File: config.mk
export PLATFORM = sky130hd
export DESIGN_NAME = ac97_codec_link
export DESIGN_NICKNAME = d
export VERILOG_FILES = /design/src/hdl/ac97_pkg.sv /design/src/hdl/ac97_frame_timer.sv /design/src/hdl/ac97_frame_tx.sv /design/src/hdl/ac97_frame_rx.sv /design/src/hdl/ac97_cmd_sequencer.sv /design/src/hdl/ac97_codec_link.sv
export SDC_FILE = /design/constraint.sdc
export NUM_CORES = 1
export LEC_CHECK = 0
export ABC_AREA = 1
export BUFFER_PORTS_ARGS = -buffer_cell sky130_fd_sc_hd__buf_2
export CAP_MARGIN = 25
export CORE_MARGIN = 2
export CORE_UTILIZATION = 57
export DETAILED_ROUTE_END_ITERATION = 7
export PLACE_DENSITY = 0.79
export SLEW_MARGIN = 20
export SYNTH_ARGS = -nofsm -noshare
export SYNTH_HDL_FRONTEND = slang
export SYNTH_SLANG_ARGS = --single-unit
File: constraint.sdc
create_clock -name clock -period 4.44 [get_ports clock]
set_input_delay 1.332 -clock clock [delete_from_list [all_inputs] [get_ports clock]]
set_output_delay 1.332 -clock clock [all_outputs]
set_load 0.02 [all_outputs]
File: src/hdl/ac97_pkg.sv
package ac97_pkg;

  //////////////////////////////////////////////////////////////////////
  // frame geometry
  //////////////////////////////////////////////////////////////////////

  // one AC97 frame is 256 bit clocks
  localparam int frame_bits = 256;

  // position within the frame
  typedef logic [7:0] bit_count_t;

  // sync covers the tag slot, counts 0 to 15
  localparam bit_count_t sync_last_bit = 8'd15;

  // transmit slot boundaries, first bit of each slot
  localparam bit_count_t slot1_first = 8'd16;
  localparam bit_count_t slot2_first = 8'd36;
  localparam bit_count_t slot3_first = 8'd56;
  localparam bit_count_t slot4_first = 8'd76;
  localparam bit_count_t slot4_last  = 8'd95;

  // data slots are 20 bits wide
  localparam int slot_bits = 20;

  // receive side samples one bit clock behind transmit
  localparam int rx_lag = 1;

  //////////////////////////////////////////////////////////////////////
  // data types
  //////////////////////////////////////////////////////////////////////

  // full slot word, msb first on the wire
  typedef logic [slot_bits-1:0] sample_t;

  // user sample, sits in the top 8 bits of a slot
  typedef logic [7:0] pcm8_t;

  // 31 is loudest
  typedef logic [4:0] volume_t;

  // codec register command, 25 bits
  typedef struct packed {
    logic        valid;
    logic [7:0]  address;
    logic [15:0] data;
  } ac97_cmd_t;

  // one sequencer step per frame, wraps after 16
  typedef enum logic [3:0] {
    st_read_id0, st_read_id1, st_idle_2, st_headphone,
    st_idle_4, st_pcm_vol, st_rec_select, st_rec_gain,
    st_idle_8, st_mic_gain, st_beep, st_general,
    st_idle_c, st_idle_d, st_idle_e, st_idle_f
  } cmd_state_e;

  // codec register addresses used by the sequencer
  typedef enum logic [7:0] {
    reg_headphone  = 8'h04,
    reg_beep       = 8'h0A,
    reg_mic_vol    = 8'h0E,
    reg_pcm_vol    = 8'h18,
    reg_rec_select = 8'h1A,
    reg_rec_gain   = 8'h1C,
    reg_general    = 8'h20,
    reg_read_id    = 8'h80
  } ac97_reg_e;

endpackage

File: src/hdl/ac97_frame_timer.sv
`timescale 1ns/1ps

module ac97_frame_timer
  import ac97_pkg::*;
#(
  parameter int RESET_HOLD = 1023
) (
  input  logic       clock,
  input  logic       reset,
  output logic       codec_reset_n,
  output logic       running,
  output bit_count_t bit_count,
  output logic       frame_end,
  output logic       sync
);

  localparam int hold_w = $clog2(RESET_HOLD + 1);
  localparam bit_count_t last_bit = bit_count_t'(frame_bits - 1);

  logic [hold_w-1:0] hold_count;

  //////////////////////////////////////////////////////////////////////
  // codec reset hold
  //////////////////////////////////////////////////////////////////////

  // count hold cycles, then release the codec for good
  always_ff @(posedge clock) begin
    if (reset) begin
      hold_count <= '0;
      running    <= 1'b0;
    end else if (!running) begin
      if (hold_count == hold_w'(RESET_HOLD - 1)) begin
        running <= 1'b1;
      end
      hold_count <= hold_count + 1'b1;
    end
  end

  // codec comes out of reset together with the frame counter
  assign codec_reset_n = running;

  //////////////////////////////////////////////////////////////////////
  // bit counter and sync
  //////////////////////////////////////////////////////////////////////

  // free running, wraps at 256, parked at 0 until released
  always_ff @(posedge clock) begin
    if (reset) begin
      bit_count <= '0;
    end else if (running) begin
      bit_count <= bit_count + 1'b1;
    end
  end

  assign frame_end = running && (bit_count == last_bit);

  // set on the last bit so sync covers counts 0..15 of the next frame
  // first frame after release has no sync
  always_ff @(posedge clock) begin
    if (reset) begin
      sync <= 1'b0;
    end else if (frame_end) begin
      sync <= 1'b1;
    end else if (bit_count == sync_last_bit) begin
      sync <= 1'b0;
    end
  end

endmodule

File: src/hdl/ac97_frame_tx.sv
`timescale 1ns/1ps

module ac97_frame_tx
  import ac97_pkg::*;
(
  input  logic       clock,
  input  logic       reset,
  input  bit_count_t bit_count,
  input  logic       frame_end,
  input  ac97_cmd_t  cmd,
  input  pcm8_t      play_sample,
  output logic       sdata_out
);

  // frame contents latched at the end of the previous frame
  ac97_cmd_t l_cmd;
  sample_t   l_sample;
  logic      l_frame_valid;
  logic      l_audio_valid;
  sample_t   addr_word;
  sample_t   data_word;
  logic      next_bit;

  // pick one bit of a slot word, msb at the slot's first count
  function automatic logic slot_bit(sample_t word, bit_count_t first, bit_count_t count);
    bit_count_t offset;
    offset = count - first;
    return word[slot_bits - 1 - offset];
  endfunction

  //////////////////////////////////////////////////////////////////////
  // frame latch
  //////////////////////////////////////////////////////////////////////

  // valid flags start clear so the first frame goes out empty
  always_ff @(posedge clock) begin
    if (reset) begin
      l_frame_valid <= 1'b0;
      l_audio_valid <= 1'b0;
      l_cmd.valid   <= 1'b0;
    end else if (frame_end) begin
      l_frame_valid <= 1'b1;
      l_audio_valid <= 1'b1;
      l_cmd.valid   <= cmd.valid;
    end
  end

  // payload, left justified sample, same word for both channels
  always_ff @(posedge clock) begin
    if (frame_end) begin
      l_cmd.address <= cmd.address;
      l_cmd.data    <= cmd.data;
      l_sample      <= {play_sample, {(slot_bits - 8){1'b0}}};
    end
  end

  // address in the top 8 bits of slot 1, data in the top 16 of slot 2
  assign addr_word = {l_cmd.address, {(slot_bits - 8){1'b0}}};
  assign data_word = {l_cmd.data, {(slot_bits - 16){1'b0}}};

  //////////////////////////////////////////////////////////////////////
  // serializer
  //////////////////////////////////////////////////////////////////////

  always_comb begin
    next_bit = 1'b0;
    if (bit_count <= sync_last_bit) begin
      // tag slot
      case (bit_count[3:0])
        4'd0:    next_bit = l_frame_valid;
        4'd1:    next_bit = l_cmd.valid;
        4'd2:    next_bit = l_cmd.valid;
        4'd3:    next_bit = l_audio_valid;
        4'd4:    next_bit = l_audio_valid;
        default: next_bit = 1'b0;
      endcase
    end else if (bit_count < slot2_first) begin
      next_bit = l_cmd.valid && slot_bit(addr_word, slot1_first, bit_count);
    end else if (bit_count < slot3_first) begin
      next_bit = l_cmd.valid && slot_bit(data_word, slot2_first, bit_count);
    end else if (bit_count < slot4_first) begin
      next_bit = l_audio_valid && slot_bit(l_sample, slot3_first, bit_count);
    end else if (bit_count <= slot4_last) begin
      next_bit = l_audio_valid && slot_bit(l_sample, slot4_first, bit_count);
    end
  end

  // bit for count p shows up on the pin during count p+1
  always_ff @(posedge clock) begin
    if (reset) begin
      sdata_out <= 1'b0;
    end else begin
      sdata_out <= next_bit;
    end
  end

endmodule

File: src/hdl/ac97_frame_rx.sv
`timescale 1ns/1ps

module ac97_frame_rx
  import ac97_pkg::*;
(
  input  logic       clock,
  input  logic       reset,
  input  bit_count_t bit_count,
  input  logic       sdata_in,
  output sample_t    rec_left,
  output sample_t    rec_right,
  output logic       rec_valid
);

  // capture windows, one count behind the transmit slots
  localparam bit_count_t left_first  = bit_count_t'(slot3_first + rx_lag);
  localparam bit_count_t right_first = bit_count_t'(slot4_first + rx_lag);
  localparam bit_count_t right_last  = bit_count_t'(slot4_last + rx_lag);

  sample_t left_shift;
  sample_t right_shift;
  logic    in_left;
  logic    in_right;
  logic    word_done;

  assign in_left   = (bit_count >= left_first) && (bit_count < right_first);
  assign in_right  = (bit_count >= right_first) && (bit_count <= right_last);
  assign word_done = (bit_count == right_last);

  // msb arrives first
  always_ff @(posedge clock) begin
    if (in_left) begin
      left_shift <= {left_shift[slot_bits-2:0], sdata_in};
    end
    if (in_right) begin
      right_shift <= {right_shift[slot_bits-2:0], sdata_in};
    end
  end

  // last right bit goes straight into the hold register
  always_ff @(posedge clock) begin
    if (word_done) begin
      rec_left  <= left_shift;
      rec_right <= {right_shift[slot_bits-2:0], sdata_in};
    end
  end

  // one cycle pulse, high during count 97
  always_ff @(posedge clock) begin
    if (reset) begin
      rec_valid <= 1'b0;
    end else begin
      rec_valid <= word_done;
    end
  end

endmodule

File: src/hdl/ac97_cmd_sequencer.sv
`timescale 1ns/1ps

module ac97_cmd_sequencer
  import ac97_pkg::*;
(
  input  logic      clock,
  input  logic      reset,
  input  logic      frame_end,
  input  volume_t   volume,
  output ac97_cmd_t cmd
);

  cmd_state_e state;
  ac97_cmd_t  next_cmd;
  volume_t    atten;

  //////////////////////////////////////////////////////////////////////
  // step counter
  //////////////////////////////////////////////////////////////////////

  // one step per frame, 4 bit enum wraps back to st_read_id0
  always_ff @(posedge clock) begin
    if (reset) begin
      state <= st_read_id0;
    end else if (frame_end) begin
      state <= cmd_state_e'(state + 4'd1);
    end
  end

  //////////////////////////////////////////////////////////////////////
  // command decode
  //////////////////////////////////////////////////////////////////////

  // codec wants attenuation, user gives loudness
  assign atten = 5'd31 - volume;

  always_comb begin
    // unused steps poll the vendor id register
    next_cmd.valid   = 1'b1;
    next_cmd.address = reg_read_id;
    next_cmd.data    = 16'h0000;
    case (state)
      st_headphone: begin
        // same attenuation on both channels
        next_cmd.address = reg_headphone;
        next_cmd.data    = {3'b000, atten, 3'b000, atten};
      end
      st_pcm_vol: begin
        next_cmd.address = reg_pcm_vol;
        next_cmd.data    = 16'h0808;
      end
      st_rec_select: begin
        // mic on both record channels
        next_cmd.address = reg_rec_select;
        next_cmd.data    = 16'h0000;
      end
      st_rec_gain: begin
        // max record gain
        next_cmd.address = reg_rec_gain;
        next_cmd.data    = 16'h0F0F;
      end
      st_mic_gain: begin
        // +20dB boost
        next_cmd.address = reg_mic_vol;
        next_cmd.data    = 16'h8048;
      end
      st_beep: begin
        next_cmd.address = reg_beep;
        next_cmd.data    = 16'h0000;
      end
      st_general: begin
        // pcm out bypasses mix1
        next_cmd.address = reg_general;
        next_cmd.data    = 16'h8000;
      end
      default: begin
        // read id and idle steps keep the id poll
      end
    endcase
  end

  // registered one cycle behind the state
  always_ff @(posedge clock) begin
    if (reset) begin
      cmd.valid <= 1'b0;
    end else begin
      cmd <= next_cmd;
    end
  end

endmodule

File: src/hdl/ac97_codec_link.sv
`timescale 1ns/1ps

module ac97_codec_link
  import ac97_pkg::*;
#(
  parameter int RESET_HOLD = 1023
) (
  input  logic    clock,
  input  logic    reset,
  input  volume_t volume,
  input  pcm8_t   play_sample,
  input  logic    sdata_in,
  output logic    codec_reset_n,
  output logic    sync,
  output logic    sdata_out,
  output logic    frame_ready,
  output sample_t rec_left,
  output sample_t rec_right,
  output logic    rec_valid
);

  bit_count_t bit_count;
  logic       frame_end;
  ac97_cmd_t  cmd;

  //////////////////////////////////////////////////////////////////////
  // frame timing
  //////////////////////////////////////////////////////////////////////

  // codec reset, bit position and frame strobe
  ac97_frame_timer #(
    .RESET_HOLD(RESET_HOLD)
  ) timer_i (
    .clock        (clock),
    .reset        (reset),
    .codec_reset_n(codec_reset_n),
    .running      (),
    .bit_count    (bit_count),
    .frame_end    (frame_end),
    .sync         (sync)
  );

  // user strobe, sample must be valid in this cycle
  assign frame_ready = frame_end;

  //////////////////////////////////////////////////////////////////////
  // data path
  //////////////////////////////////////////////////////////////////////

  ac97_cmd_sequencer seq_i (
    .clock    (clock),
    .reset    (reset),
    .frame_end(frame_end),
    .volume   (volume),
    .cmd      (cmd)
  );

  ac97_frame_tx tx_i (
    .clock      (clock),
    .reset      (reset),
    .bit_count  (bit_count),
    .frame_end  (frame_end),
    .cmd        (cmd),
    .play_sample(play_sample),
    .sdata_out  (sdata_out)
  );

  ac97_frame_rx rx_i (
    .clock    (clock),
    .reset    (reset),
    .bit_count(bit_count),
    .sdata_in (sdata_in),
    .rec_left (rec_left),
    .rec_right(rec_right),
    .rec_valid(rec_valid)
  );

endmodule

==> flow_summary_export.csv <==
group,metric,value,unit
cts,number_of_hold_buffers_added_after_cts,0,
cts,clockRootBuffer,"clkbuf_8",
critical_path,rr_endpoint,"rx_i.right_shift[2]$_DFFE_PP_",
timing,timing_worst_slew_pin_value,0.665,ns
critical_path,worst-endpoint-required,3.11,ns
cts,post-cts-setup-buffers,0,
run,maxCapViolations,0,
critical_path,rrSetupSlack,1.78,ns
critical_path,critPathSlowestCell,"dfxtp_1",
critical_path,worst_reg2reg_path_startpoint,"timer_i.bit_count[2]$_SDFFE_PP0P_",
logic_synthesis,synth-warning-count,0,
cts,insertion_delay_to_the_later_sink_of_the_worst_skew_pair,0.52,ns
power_and_ir_drop,max-vdd-ir-drop,0.269,mV
die,die_width,101,um
placed_design,routabilityCongestion,0.897,
logic_synthesis,yosysTopAreaCellShare,0.639,
logic_synthesis,synth_cell_type_count,29,
detailed_routing,drt_pre_antenna_iters,4,
global_route,track_usage,0.181,
logic_synthesis,synth_edf_count,115,
critical_path,crit_type,"reg2out",
critical_path,worst_r2r_path_depth,9,
global_route,antenna_found_initial,0,
cells_and_area,drive_above_1_share,0.202,
critical_path,cpLargestDelayFamily,"simple AND/OR/NAND/NOR gates",
run_status,status,"completed",
die,floorplan.initialDensity,0.587,
hold_path,timing.hold.worst.class,"reg2reg",
logic_synthesis,asyncSetResetFlopFracSynth,0,
critical_path,timing.critical_path.from_type,"register",
logic_synthesis,post_synth_and_or_nand_nor_area_fraction,0.119,
critical_path,cp-startpoint,"timer_i.bit_count[0]$_SDFFE_PP0P_",
power_and_ir_drop,p_leak,2.54,nW
detailed_routing,remaining_drc_errors,0,
global_route,overflow,0,
cells_and_area,area_delta_synth_final,19.5,%
timing,timing.final.crit_period,3.50,ns
detailed_routing,via_count,3249,
cts,ctsHtreeMaxLevel,4,
die,placement_rows,35,
logic_synthesis,largest_family_of_logic_cells_by_synthesized_area,"simple AND/OR/NAND/NOR gates",
timing,slew_violations,0,
logic_synthesis,syn-num-nets,454,
detailed_routing,drt-vias-per-instance,5.19,
die,die_height,101,um
detailed_routing,wire_per_inst,13.7,um
detailed_routing,initialDrtViolationCount,185,
logic_synthesis,synthesized_area_fraction_occupied_by_ao_oa_aoi_and_oai_cells,0.0563,
logic_synthesis,synth_largest_area_cell,"edfxtp_1",
timing,fin_hold_ws,0.420,ns
timing,setup_viol,0,
critical_path,path_max_fanout,12,
logic_synthesis,synthesis.instances,422,
logic_synthesis,netlist_area_before_placement,5400,um2
global_route,first_global_vias,2984,
die,io-pin-count,61,
critical_path,crit_buf_inv,2,
critical_path,cp.depth,6,
logic_synthesis,synth.ff_latch_count,144,
placed_design,port_buffers,60,
critical_path,critPathCaptureType,"output pin",
cts,clk_transition_reported_paths,0.06,ns
critical_path,path_cells,"ha_1, nand3_1, nor3_2, nand2_1, inv_1, buf_2",
cts,clk_path_buf_depth,2,
power_and_ir_drop,power.density,444,nW/um2
logic_synthesis,synth_adder_area_share,0.0371,
logic_synthesis,syn_avg_cell_area,12.8,um2
logic_synthesis,dominantRegCellSynth,"edfxtp_1",
die,dieArea,10300,um2
timing,fmax,286,MHz
logic_synthesis,synthTopCellsByCount,"115 x edfxtp_1, 83 x nand2_1, 45 x inv_1",
logic_synthesis,synth_top_cells_by_area,"edfxtp_1 64%, dfxtp_1 11%, nand2_1 5.8%, ha_1 3.7%, inv_1 3.1%",
placed_design,hpwlAfterDp,5.56,mm
detailed_routing,routed_wl,8.57,mm
global_route,grt_start_max_net_pins,42,
placed_design,dpl.cell_count,593,
timing,timing.final.hold_violations,0,
cts,tritoncts,"done",
critical_path,critPathMaxStageDelay,0.54,ns
timing,grt_setup_unrepaired,"no",
cells_and_area,insertedDiodeCount,0,
logic_synthesis,post_synth_xor_area_fraction,0.00486,
logic_synthesis,sequential_fraction_of_the_synthesis_area,0.747,
timing,min_period_over_period,0.789,
logic_synthesis,synth_mux_area_frac,0,
cts,clock-sinks,144,
cells_and_area,final_cells,626,
critical_path,cp-endpoint,"frame_ready",
timing,worst_skew,0.00951,ns
logic_synthesis,cell_with_the_most_instances_after_synthesis,"edfxtp_1",
global_route,grt_first_pass_wirelength,13.9,mm
die,core_region_area,9200,um2
detailed_routing,final_antenna_net_count,0,
critical_path,worst-endpoint-arrival,2.17,ns
power_and_ir_drop,finalPower,2.87,mW
timing,totalNegativeSetupSlack,0,ns
cts,cts-resized-gates,0,
cts,numCtsBuffers,17,
cells_and_area,num-nets-final,534,
cells_and_area,utilization,0.702,
timing,slew_limit_headroom,0.556,
## worst reg2reg max path, stage by stage, from the launching register on
cell      delay [ns]
dfxtp_1         0.38
clkinv_1        0.18
ha_1            0.28
nand2_1         0.12
inv_1           0.06
nand4_1         0.09
inv_1           0.07
buf_4           0.42
o221ai_1        0.17
inv_1           0.52
## per-stage QoR
| step | setup slack, ns | cell area, um2 |
|---|---|---|
| 3_3_place_gp | 1.57 | 5850 |
| 3_5_place_dp | 1.49 | 5850 |
| 4_1_cts | 0.916 | 6440 |
| 6_report | 0.939 | 6460 |
| 5_1_grt | 0.748 | 6460 |
| 2_1_floorplan | 1.33 | 5400 |
## placed cells by master (no fill, tap or decap), drive strengths merged, types with 2 or more instances in the layout
master and count:
buf 64, inv 53, nor3b 2, clkinv 6, nand4 2, and3 2
nand3 16, nand2 85, xnor2 2, clkbuf 17, a21oi 30, clkinvlp 2
nor3 7, ha 16, nor2 33, bufinv 2, edfxtp 115, dfxtp 29
o21ai 26
## layer usage
| metal | share of wire | wire (um) | vias to the layer above | track usage |
|---|---|---|---|---|
| met1 | 0.44 | 3800 | 1496 | 0.223 |
| met5 | 0 | 0 | - | 0 |
| met4 | 0.022 | 186 | 0 | 0.0925 |
| li1 | - | - | 1621 | - |
| met3 | 0.058 | 495 | 17 | 0.0580 |
| met2 | 0.48 | 4090 | 115 | 0.289 |
## power breakdown
part | internal, mW | leakage [nW] | switching [mW]
clock | 0.819 | 0.287 | 0.574
sequential | 1.45 | 1.29 | 0.00343
combinational | 0.00941 | 0.957 | 0.0133
## registers in the layout, summed over array words and instances, names as in the netlist, 4 cells and up
signal	cells
timer_i.hold_count	10
rx_i.right_shift	19
timer_i.bit_count	8
rx_i.rec_right	20
tx_i.data_word	8
rx_i.rec_left	20
tx_i.l_sample	8
seq_i.state	4
tx_i.addr_word	6
rx_i.left_shift	20
seq_i.cmd	15
## worst min-delay path by stage
stage / start / end / slack (ns) / depth (start not counted)
after floorplan: rx_i.left_shift[19]$_DFFE_PP_ / rx_i.rec_left[19]$_DFFE_PP_ / 0.40 / 0
after global placement: rx_i.left_shift[19]$_DFFE_PP_ / rx_i.rec_left[19]$_DFFE_PP_ / 0.40 / 0
after detailed placement: seq_i.cmd[10]$_DFFE_PN_ / tx_i.data_word[14]$_DFFE_PP_ / 0.40 / 0
after CTS: rx_i.left_shift[19]$_DFFE_PP_ / rx_i.rec_left[19]$_DFFE_PP_ / 0.42 / 0
after global routing: seq_i.cmd[19]$_DFFE_PN_ / tx_i.addr_word[15]$_DFFE_PP_ / 0.43 / 0
final: rx_i.left_shift[19]$_DFFE_PP_ / rx_i.rec_left[19]$_DFFE_PP_ / 0.42 / 0
## cells by family after synthesis
group / count (synthesis)
simple gates: 149
flops: 144
buf+inv: 51
compound gates: 59
xor+xnor: 3
fa+ha+maj: 16
## final cells by class
type / count / area (um2)
Inverter: 48 / 181
Multi-Input combinational cell: 227 / 1180
Tap cell: 111 / 139
Clock inverter: 15 / 174
Clock buffer: 17 / 414
Sequential cell: 144 / 4030
Fill cell: 619 / 2740
Timing Repair Buffer: 64 / 338
Power figures use the tool's default switching activity.
